[src/rtl/ahb_settings.svh]
/*
  Global sizing for the AHB-Lite subsystem.
  Included by every RTL file that needs bus widths or slave count.
*/
`ifndef AHB_SETTINGS_SVH
`define AHB_SETTINGS_SVH

`define AHB_NB_SLAVES  4
`define AHB_ADDR_WIDTH 32
`define AHB_DATA_WIDTH 32
`define AHB_MEM_WORDS  64
`define AHB_IDX_WIDTH  2
// Slave i gets base + i wait states
`define AHB_WAIT_BASE  0

`endif

[src/rtl/ahb_addr_map.sv]
/*
  Slave region table for the AHB node.
  One inclusive start/end pair and valid bit per slave, written by strobe.
  A write is visible on the outputs in the next cycle.
*/
`include "ahb_settings.svh"

module ahb_addr_map (
  input  logic                                            hclk,
  input  logic                                            reset_i,
  // Configuration write port
  input  logic                                            cfg_we_i,
  input  logic [`AHB_IDX_WIDTH-1:0]                       cfg_idx_i,
  input  logic [`AHB_ADDR_WIDTH-1:0]                      cfg_start_i,
  input  logic [`AHB_ADDR_WIDTH-1:0]                      cfg_end_i,
  input  logic                                            cfg_valid_i,
  // Table contents towards the node
  output logic [`AHB_NB_SLAVES-1:0][`AHB_ADDR_WIDTH-1:0]  region_start_o,
  output logic [`AHB_NB_SLAVES-1:0][`AHB_ADDR_WIDTH-1:0]  region_end_o,
  output logic [`AHB_NB_SLAVES-1:0]                       region_valid_o
);

  // Valid bits, cleared so everything starts unmapped
  always_ff @(posedge hclk) begin
    if (reset_i) begin
      region_valid_o <= '0;
    end else if (cfg_we_i) begin
      region_valid_o[cfg_idx_i] <= cfg_valid_i;
    end
  end

  // Bounds, only meaningful once valid
  always_ff @(posedge hclk) begin
    if (cfg_we_i) begin
      region_start_o[cfg_idx_i] <= cfg_start_i;
      region_end_o[cfg_idx_i]   <= cfg_end_i;
    end
  end

  // Any live region must be non-empty
  for (genvar i = 0; i < `AHB_NB_SLAVES; i++) begin : g_chk
    assert property (@(posedge hclk) disable iff (reset_i)
      region_valid_o[i] |-> region_start_o[i] <= region_end_o[i]);
  end

endmodule

[config.mk]
export PLATFORM = sky130hd
export DESIGN_NAME = ahb_addr_map
export DESIGN_NICKNAME = d
export VERILOG_FILES = /design/src/rtl/ahb_addr_map.sv
export VERILOG_INCLUDE_DIRS = /design/src /design/src/rtl
export SDC_FILE = /design/constraint.sdc
export NUM_CORES = 1
export LEC_CHECK = 0
export BUFFER_PORTS_ARGS = -buffer_cell sky130_fd_sc_hd__buf_4
export CORE_ASPECT_RATIO = 1.4
export CORE_MARGIN = 3
export CORE_UTILIZATION = 40
export DETAILED_ROUTE_END_ITERATION = 10
export GPL_ROUTABILITY_DRIVEN = 0
export PLACE_DENSITY = 0.69
export REMOVE_ABC_BUFFERS = 1
export SLEW_MARGIN = 20
export SYNTH_ARGS = -nofsm -noshare
export SYNTH_HDL_FRONTEND = slang
export SYNTH_SLANG_ARGS = --single-unit
[constraint.sdc]
create_clock -name hclk -period 3.5 [get_ports hclk]
set_input_delay 0 -clock hclk [delete_from_list [all_inputs] [get_ports hclk]]
set_output_delay 0 -clock hclk [all_outputs]
set_load 0.02 [all_outputs]
==> out/results.ini <==
[routing]
wl_per_cell_um=19.92
antenna_left=0
first_pass_iters=4
drt-total-wl_mm=19.29
drt_iter0_markers=249
drc=0
vias_per_cell=4.556
vias=4410

[cells_and_area]
regArea_mm2=0.007767
final_cell_mix=333 x buf_4, 256 x edfxtp_1, 69 x dlygate4sd3_1, 23 x clkbuf_16, 8 x clkinv_2
final_common_cell=buf_4
final_util_pct=62.63
multi_input_area_um2=115.1
syn_to_final_growth_pct=53.36
layout-drive-gt1-share_pct=51.88
layout.nets=772
n_fill_cell=1328

[cts]
cts_num_sinks=260
clkLatencyLatePin_ns=0.50
clockRootBuffer=clkbuf_16
tritoncts=done
htree_levels=1
postCtsSetupBuffers=0
cts.clk_slew.worst_paths_ns=0.07
numCtsBuffers=23
clock_path_buffers=3

[floorplan]
io_pins=330
core_area_mm2=0.01929
die_h_um=172.1
rows=60
dieArea_mm2=0.02144
initial_core_util_pct=40.84
die_x_um=124.6

[timing]
rsz0062_at_grt=false
drv_slew=0
finalHoldViolations=0
hold_ws_ns=0.1407
fin_tns_setup_ns=0
finalClockSkew_ns=0
slew_headroom_pct=37.38
finalCriticalPeriod_ns=1.602
clock.fmax_ghz=0.6243
tightest_slew_ns=0.9393
fin_crit_sh_pct=45.77
setup_viol=0

[logic_synthesis]
synth_xor_area_share_pct=0
synth_top_family_by_area=simple AND/OR/NAND/NOR gates
synthSimpleGateAreaFrac_pct=0.8576
synth-adder-area-share_pct=0
ys_seq_area_share_pct=98.59
muxShareOfSynthArea_pct=0.5082
syn-cell-area_mm2=0.007879
ys_ff_latch=260
netlist_instances=274
ys_types=9
yosysWarningCount=0
syn_area_per_cell_um2=28.75
synth-compound-area-share_pct=0

[worst_setup_path]
start_kind=primary input
slowest_stage=dlygate4sd3_1
path_class=in2reg
endpoint_kind=register
path_max_fanout=34
path_cells=dlygate4sd3_1, buf_4, nor3b_4, buf_4, mux2i_1, dlygate4sd3_1
slowest_delay_ns=0.55
arrival_ns=2.05
worstPathRequired_ns=3.95

[worst_hold_path]
hold_path.class=in2reg

[global_route]
grt_start_max_net_pins=66
grt_overflow=0
antenna_found_initial=1
grt_pass1_wl_mm=27.95
gr-usage-all-layers_pct=16.92
grt_pass1_vias=4683

[power]
p_comb_share_pct=9.6
power.switching_w=0.001438
seqPwrFrac_pct=55.7
switching_share_pct=22.09
pwr-share-clk_pct=34.6
internal_power_w=0.005073
leakage_nw=4.666
irDropWorstVdd_uv=401.7
cellPowerDensity_mw_per_mm2=538.9

[placed_design]
port-buffer-count=329
dp_hpwl_mm=12.72

[run_status]
status=finished clean

[job]
drv_cap=0

[state kept, by name (all words and copies together), names as in the netlist]
signal,flops
region_end_o,128
region_valid_o,4
region_start_o,128
[power by group through the flow]
stage	Sequential, W	Combinational [W]	Clock (W)
6_report	0.00363	0.000628	0.00225
5_1_grt	0.00364	0.000657	0.00245
4_1_cts	0.00363	0.000632	0.00231
3_5_place_dp	0.00369	0.000570	0
3_3_place_gp	0.00369	0.000561	0
2_1_floorplan	0.00388	0.0000359	0
[synth_stat cells]
| cell type | number | area [um^2] |
|---|---|---|
| dfxtp_1 | 4 | 80.08 |
| inv_1 | 1 | 3.750 |
| and3_2 | 1 | 7.510 |
| nor3b_2 | 1 | 12.51 |
| edfxtp_1 | 256 | 7687 |
| and3b_1 | 1 | 8.760 |
| mux2i_1 | 4 | 40.04 |
| nand2b_1 | 5 | 31.28 |
| nand3b_1 | 1 | 7.510 |
[critical path, delay by kind of cell]
family                 cells  cell delay, ns
muxes                      1            0.23
buffers and inverters      4            1.63
and+or+nand+nor            1            0.18
[final cells by class]
| cell class | count | share of cell area, % |
|---|---|---|
| multi-input combinational | 13 | 0.9527 |
| timing repair buffer | 403 | 26.57 |
| clock buffer | 27 | 4.888 |
| clock inverter | 15 | 0.6834 |
| sequential | 260 | 64.29 |
| inverter | 1 | 0.03107 |
| tap | 248 | 2.568 |
| antenna | 1 | 0.02071 |
[routing by layer]
layer	up-vias	GRT usage, %	part of all wire (%)
met3	47	5.192	7.7
li1	1969	-	-
met1	2173	17.49	32
met5	-	0	0
met2	221	31.99	57
met4	0	6.819	3.8
[through the flow]
| step | total power (W) | instances | setup WS (ns) | cell area [um^2] |
|---|---|---|---|---|
| floorplan | 0.003916 | 274 | 0.4626 | 7879 |
| global placement | 0.004254 | 856 | 1.989 | 10720 |
| detailed placement | 0.004264 | 856 | 1.954 | 10720 |
| CTS | 0.006575 | 967 | 1.907 | 12080 |
| global route | 0.006745 | 967 | 1.802 | 12080 |
| finish | 0.006511 | 968 | 1.898 | 12080 |
[cell families after synthesis]
family | count (synthesis)
multiplexers | 4
AND/OR/NAND/NOR | 9
flip-flops | 260
buffers and inverters | 1
[worst paths after layout]
kind | start | to | slack (ns) | cells past startpoint
max | cfg_we_i | region_valid_o[0] | 1.90 | 6
min | cfg_idx_i[1] | region_start_o[19] | 0.14 | 3
max reg2reg | region_valid_o[0] | region_valid_o[0] | 2.38 | 3
min reg2reg | region_valid_o[2] | region_valid_o[2] | 0.48 | 2
[repair_timing]
action	in CTS	in global routing
hold buffers	69	0
gates resized for setup	0	0
endpoints found under the setup margin	0	0
endpoints found under the hold margin	260	0
Power figures use the tool's default switching activity.
