File: config.mk
export PLATFORM = sky130hd
export DESIGN_NAME = ahb_mem_slave_flat
export DESIGN_NICKNAME = d
export VERILOG_FILES = /design/src/rtl/ahb_pkg.sv /design/src/rtl/ahb_bus_if.sv /design/src/rtl/ahb_mem_slave.sv /design/src/flat_wrapper.sv
export VERILOG_INCLUDE_DIRS = /design/src /design/src/rtl
export SDC_FILE = /design/constraint.sdc
export NUM_CORES = 2
export LEC_CHECK = 0
export ABC_AREA = 1
export BUFFER_PORTS_ARGS = -buffer_cell sky130_fd_sc_hd__clkbuf_2
export CORE_UTILIZATION = 36
export CTS_CLUSTER_SIZE = 25
export DETAILED_ROUTE_END_ITERATION = 10
export GPL_ROUTABILITY_DRIVEN = 0
export GPL_TIMING_DRIVEN = 1
export PLACE_DENSITY_LB_ADDON = 0.12
export SLEW_MARGIN = 20
export SYNTH_ARGS = -nofsm -noshare
export SYNTH_HDL_FRONTEND = slang
export SYNTH_SLANG_ARGS = --single-unit
File: constraint.sdc
create_clock -name hclk -period 3.1 [get_ports hclk]
set_clock_uncertainty 0.15 [all_clocks]
set_input_delay 0.31 -clock hclk [delete_from_list [all_inputs] [get_ports hclk]]
set_output_delay 0.31 -clock hclk [all_outputs]
set_load 0.005 [all_outputs]
File: src/rtl/ahb_settings.svh
/*
  Global sizing for the AHB-Lite subsystem.
  Included by every RTL file that needs bus widths or slave count.
*/
`ifndef AHB_SETTINGS_SVH
`define AHB_SETTINGS_SVH

`define AHB_NB_SLAVES  4
`define AHB_ADDR_WIDTH 32
`define AHB_DATA_WIDTH 32
`define AHB_MEM_WORDS  64
`define AHB_IDX_WIDTH  2
// Slave i gets base + i wait states
`define AHB_WAIT_BASE  0

`endif

File: src/rtl/ahb_pkg.sv
/*
  Shared AHB-Lite types for the interconnect and its slaves.
  Transfer and response encodings follow the AMBA AHB-Lite values.
*/
package ahb_pkg;

  // Master transfer type
  typedef enum logic [1:0] {
    HTRANS_IDLE   = 2'b00,
    HTRANS_BUSY   = 2'b01,
    HTRANS_NONSEQ = 2'b10,
    HTRANS_SEQ    = 2'b11
  } htrans_e;

  // Slave response, AHB-Lite only uses one bit
  typedef enum logic {
    HRESP_OKAY  = 1'b0,
    HRESP_ERROR = 1'b1
  } hresp_e;

  // Memory slave, waiting or not
  typedef enum logic {
    SLV_IDLE = 1'b0,
    SLV_WAIT = 1'b1
  } slave_state_e;

  // Default slave, first ERROR cycle pending
  typedef enum logic {
    ERR_IDLE  = 1'b0,
    ERR_FIRST = 1'b1
  } err_state_e;

endpackage

File: src/rtl/ahb_bus_if.sv
/*
  One node-to-slave AHB-Lite link.
  The node drives the address phase and hready, the slave answers.
  Instantiated as an array, one entry per slave.
*/
`include "ahb_settings.svh"

interface ahb_bus_if;
  import ahb_pkg::*;

  // Address phase, driven by the node
  logic                       hsel;
  logic [`AHB_ADDR_WIDTH-1:0] haddr;
  logic                       hwrite;
  htrans_e                    htrans;
  // Write data, valid in the data phase
  logic [`AHB_DATA_WIDTH-1:0] hwdata;
  // Bus-wide ready seen by the slave
  logic                       hready;

  // Slave response
  logic [`AHB_DATA_WIDTH-1:0] hrdata;
  logic                       hreadyout;
  hresp_e                     hresp;

  modport node (
    output hsel,
    output haddr,
    output hwrite,
    output htrans,
    output hwdata,
    output hready,
    input  hrdata,
    input  hreadyout,
    input  hresp
  );

  modport slave (
    input  hsel,
    input  haddr,
    input  hwrite,
    input  htrans,
    input  hwdata,
    input  hready,
    output hrdata,
    output hreadyout,
    output hresp
  );

endinterface

File: src/rtl/ahb_mem_slave.sv
/*
  AHB-Lite word memory slave.
  Inserts WAIT_STATES low hreadyout cycles before each data phase ends.
  Word offset wraps on the memory depth, response is always OKAY.
*/
`include "ahb_settings.svh"

module ahb_mem_slave #(
  parameter int WAIT_STATES = 0
) (
  input  logic      hclk,
  input  logic      reset_i,
  ahb_bus_if.slave  bus
);
  import ahb_pkg::*;

  localparam int MEM_AW = $clog2(`AHB_MEM_WORDS);
  localparam int CNT_W  = (WAIT_STATES > 0) ? $clog2(WAIT_STATES + 1) : 1;

  logic [`AHB_DATA_WIDTH-1:0] mem [`AHB_MEM_WORDS];

  slave_state_e               state_q;
  logic [CNT_W-1:0]           cnt_q;
  logic                       pend_q;
  logic [MEM_AW-1:0]          addr_q;
  logic                       write_q;
  logic                       accept;

  // Address phase for us
  assign accept = bus.hsel && bus.hready &&
                  ((bus.htrans == HTRANS_NONSEQ) || (bus.htrans == HTRANS_SEQ));

  // Done once the wait counter has drained
  assign bus.hreadyout = (cnt_q == '0);
  assign bus.hresp     = HRESP_OKAY;
  // Async read of the latched word
  assign bus.hrdata    = mem[addr_q];

  always_ff @(posedge hclk) begin
    if (reset_i) begin
      state_q <= SLV_IDLE;
      cnt_q   <= '0;
      pend_q  <= 1'b0;
    end else if (bus.hreadyout) begin
      // Previous data phase ends here, next may start
      pend_q <= accept;
      if (accept && (WAIT_STATES > 0)) begin
        state_q <= SLV_WAIT;
        cnt_q   <= CNT_W'(WAIT_STATES);
      end
    end else begin
      cnt_q <= cnt_q - 1'b1;
      if (cnt_q == CNT_W'(1)) begin
        state_q <= SLV_IDLE;
      end
    end
  end

  // Address and direction of the pending transfer
  always_ff @(posedge hclk) begin
    if (bus.hreadyout && accept) begin
      addr_q  <= bus.haddr[MEM_AW+1:2];
      write_q <= bus.hwrite;
    end
  end

  // Write lands on the last data-phase cycle
  always_ff @(posedge hclk) begin
    if (pend_q && write_q && bus.hreadyout) begin
      mem[addr_q] <= bus.hwdata;
    end
  end

  assert property (@(posedge hclk) disable iff (reset_i)
    (state_q == SLV_IDLE) |-> bus.hreadyout);

endmodule

File: src/flat_wrapper.sv
// flat-port wrapper written by rule: the top's interface ports become plain ports
module ahb_mem_slave_flat import ahb_pkg::*;
#(
  parameter int WAIT_STATES = 0
)
  (hclk, reset_i, bus_hsel, bus_haddr, bus_hwrite, bus_htrans, bus_hwdata, bus_hready, bus_hrdata, bus_hreadyout, bus_hresp);
  ahb_bus_if bus_i ();
  input  logic hclk;
  input  logic reset_i;
  input wire logic [$bits(bus_i.hsel)-1:0] bus_hsel;
  input wire logic [$bits(bus_i.haddr)-1:0] bus_haddr;
  input wire logic [$bits(bus_i.hwrite)-1:0] bus_hwrite;
  input wire logic [$bits(bus_i.htrans)-1:0] bus_htrans;
  input wire logic [$bits(bus_i.hwdata)-1:0] bus_hwdata;
  input wire logic [$bits(bus_i.hready)-1:0] bus_hready;
  output wire logic [$bits(bus_i.hrdata)-1:0] bus_hrdata;
  output wire logic [$bits(bus_i.hreadyout)-1:0] bus_hreadyout;
  output wire logic [$bits(bus_i.hresp)-1:0] bus_hresp;
  assign bus_i.hsel = bus_hsel;
  assign bus_i.haddr = bus_haddr;
  assign bus_i.hwrite = bus_hwrite;
  assign bus_i.htrans = bus_htrans;
  assign bus_i.hwdata = bus_hwdata;
  assign bus_i.hready = bus_hready;
  assign bus_hrdata = bus_i.hrdata;
  assign bus_hreadyout = bus_i.hreadyout;
  assign bus_hresp = bus_i.hresp;
  ahb_mem_slave #(.WAIT_STATES(WAIT_STATES)) u_core (.hclk(hclk), .reset_i(reset_i), .bus(bus_i));
endmodule
==> metrics list <==
- Via/cell ratio: 5.33
* Type of the most critical hold path: input port to flip-flop
- At the worst endpoint, the required time is 2.64 ns.
- Global-route usage over all layers: 23.9%
- Leaving out fill and tap cells, the most frequent cell in the layout is nand2_1.
- From bottom edge to top edge, the die measures 481 um.
* Fraction of the yosys area taken by sequential cells: 74.9%
- Unique masters post-synth: 17
- The library cells used most frequently in the layout, excluding fill and tap cells, are nand2_1 (2212), edfxtp_1 (2055), nand3_1 (1709).
- Wires add up to 279 mm.
- Clock-pin slew was measured on the worst setup and hold paths at 0.06 ns.
- Classification of the worst setup path: flip-flop to output pin
* Buffer depth of the longest clock path: 3
- Entering global routing, the biggest net connects 82 pins.
* Result of the run: complete, but fails checks
* Final setup margin: -0.414 ns
* Number of endpoints failing setup at the final stage: 32
- Total DRC errors in the routed layout: 0
- Horizontal die dimension: 481 um
- Max-capacitance violation count: 0
- Setup slack at placement: -0.0598 ns
- Once placement finished, the instance area stood at 90500 um^2.
- In the synthesized netlist the async set-or-reset flop fraction comes to 0%.
- H-tree depth reported by CTS: 4
* Crit end category: output pin
- Once detail routing completed, the nets flagged for antenna violations numbered 0.
- The root buffer cell chosen for the clock tree is clkbuf_16.
* Die area: 231000 um^2
- For this configuration, the core starts out at a cell density of 36.3%.
- Failing checks: negative hold slack, negative setup slack
* Static leakage power: 35.8 nW
* Area of all placed cells without fillers: 101000 um^2
- RSZ-0062 raised after global routing: true
- Row cnt: 175
* Slew headroom: 25.1%
- The region available for standard cell placement spans 228000 um^2.
- The count of buffers added on input and output ports is 76.
* Final hold violation count: 4
* Crit Path Max Fanout: 27
- Worst-Margin Slew: 1.12 ns
- Data arrival time of the critical path: 3.05 ns
- After layout, the worst path uses 113% of the clock period.
- Timing-limited maximum frequency: 285 MHz
- The synthesized design contains 2055 enable-type register cells.
- The first global-routing pass estimated 396 mm of wire.
- The area growth from synthesis to layout is 22.3%.
- The mapped netlist covers 82600 um^2.
- CTS tree: built
* TritonCTS buffer count: 220
* Aggregate global routing overflow: 0
* Setup tns final: -11.80 ns
* Worst-skew pair later-pin latency: 0.86 ns
* Sum of net half-perimeters after detailed placement: 155 mm
* Synth Register Bits: 2063
- Count of pins on the block boundary: 105
- Clock Sinks: 2063
* Kind of start point of the critical path: flip-flop
* Starting DRT DRC Count: 5348
* Power density cells: 587 nW/um^2
* Vias: 55.1k
- The setup check on the worst reg-to-reg path leaves a slack of 0.70 ns.
- Count of synthesis-stage warnings from yosys: 0
- For this run, the detailed router's first-pass iteration total came to 6.
- Final core area utilization: 44.3%
- The layout has 20.9k filler cells.
- Dividing the synthesized area by the synthesized cell count gives 12.2 um^2.
- Slew Limit Fails: 0
- The initial antenna violation count was 17.
- Fin Hold WS: -0.00974 ns
- Clock period minus worst slack: 3.51 ns
- Dividing the detail-routed wire length by the instance count gives 27.0 um.
* Peak VDD IR: 0.611 mV
- The cell count after synthesis came out at 6797.
* Vias in the first global route: 53.2k
* Nets@finish: 7235
- Most frequently used flop master after synthesis: edfxtp_1
- Of the cells placed in the final design, the portion with a size suffix greater than 1 is 16.4%.
-- metal layers --
metal / global-route usage (%) / vias to the layer above / wire length [um]
met5: 0 / - / 37
met4: 7.48 / 6 / 8460
li1: - / 25000 / -
met2: 38.9 / 1658 / 132000
met1: 33.1 / 28000 / 123000
met3: 3.42 / 400 / 15500
-- power breakdown --
part,switching [mW],internal (mW)
logic,2.34,1.08
clock network,11.0,14.2
registers,0.0155,30.7
total,13.3,45.9
-- layout make-up --
| cell class | instances | area [um^2] | share of cell area [%] |
|---|---|---|---|
| Antenna cell | 7 | 17.5 | 0.0173 |
| Clock buffer | 280 | 5790 | 5.74 |
| Clock inverter | 109 | 938 | 0.929 |
| Inverter | 14 | 110 | 0.109 |
| Multi-Input combinational cell | 4274 | 20400 | 20.2 |
| Sequential cell | 2063 | 61900 | 61.3 |
| Tap cell | 3009 | 3760 | 3.73 |
| Timing Repair Buffer | 587 | 8040 | 7.96 |
| Timing Repair inverter | 4 | 56.3 | 0.0558 |
-- worst max-delay path, cell delays in order (launching register included) --
cell      delay (ns)
dfxtp_4         0.41
buf_12          0.19
inv_16          0.12
buf_16          0.19
buf_16          0.21
nand2_1         0.07
nand3_1         0.08
nand3_1         0.11
nand3_2         0.11
nand3_2         0.16
nand2_2         0.15
nand2_4         0.08
nand2_2         0.13
clkbuf_2        0.12
-- path summary, 6_finish.rpt --
kind / start / endpoint / cells past startpoint
max reg2reg: u_core.write_q$_DFFE_PN_ / u_core.mem[15][12]$_DFFE_PP_ / 7
min: bus_hwdata[1] / u_core.mem[4][1]$_DFFE_PP_ / 1
max: flip-flop / bus_hrdata[11] / 13
min reg2reg: u_core.addr_q[0]$_DFFE_PN_ / flip-flop / 2
-- logic make-up after synthesis --
| family | synth area share [%] |
|---|---|
| AOI/OAI and AO/OA | 0.0424 |
| and+or+nand+nor | 22.3 |
| DFF | 74.9 |
| other | 0.00454 |
| buffers and inverters | 2.78 |
-- synth_stat cells (2+ instances only) --
cell type	count	area, um^2
nand2_1	2310	8670
edfxtp_1	2055	61700
nand3_1	1881	9410
buf_2	255	1280
clkbuf_1	80	300
nor2_1	65	244
buf_1	63	236
buf_4	33	248
buf_6	16	180
inv_1	11	41.3
nand4_1	9	56.3
dfxtp_1	8	160
o21ai_0	6	30.0
inv_2	2	7.51
-- sequential cells by signal, summed over array words and instances (netlist names), named ones only --
name	count
u_core.cnt_q	1
u_core.pend_q	1
u_core.addr_q	6
u_core.mem	2048
u_core.write_q	1
-- metrics by stage --
stage	total power [mW]	hold slack [ns]	cells
4_1_cts	59.7	0.00896	10300
2_1_floorplan	32.5	0.229	6798
3_3_place_gp	34.3	0.303	9854
3_5_place_dp	34.3	0.306	9854
6_report	59.3	-0.00974	10300
5_1_grt	61.0	0.00652	10300
-- timing repair --
item,in CTS,in global routing
endpoints found under the hold margin,490,0
buffers inserted,32,5
setup endpoints to repair,32,32
resized for setup,401,73
hold buffers,24,0
pin swaps,53,29
cloned,34,6
No activity file was read; power rests on OpenSTA's default activity.
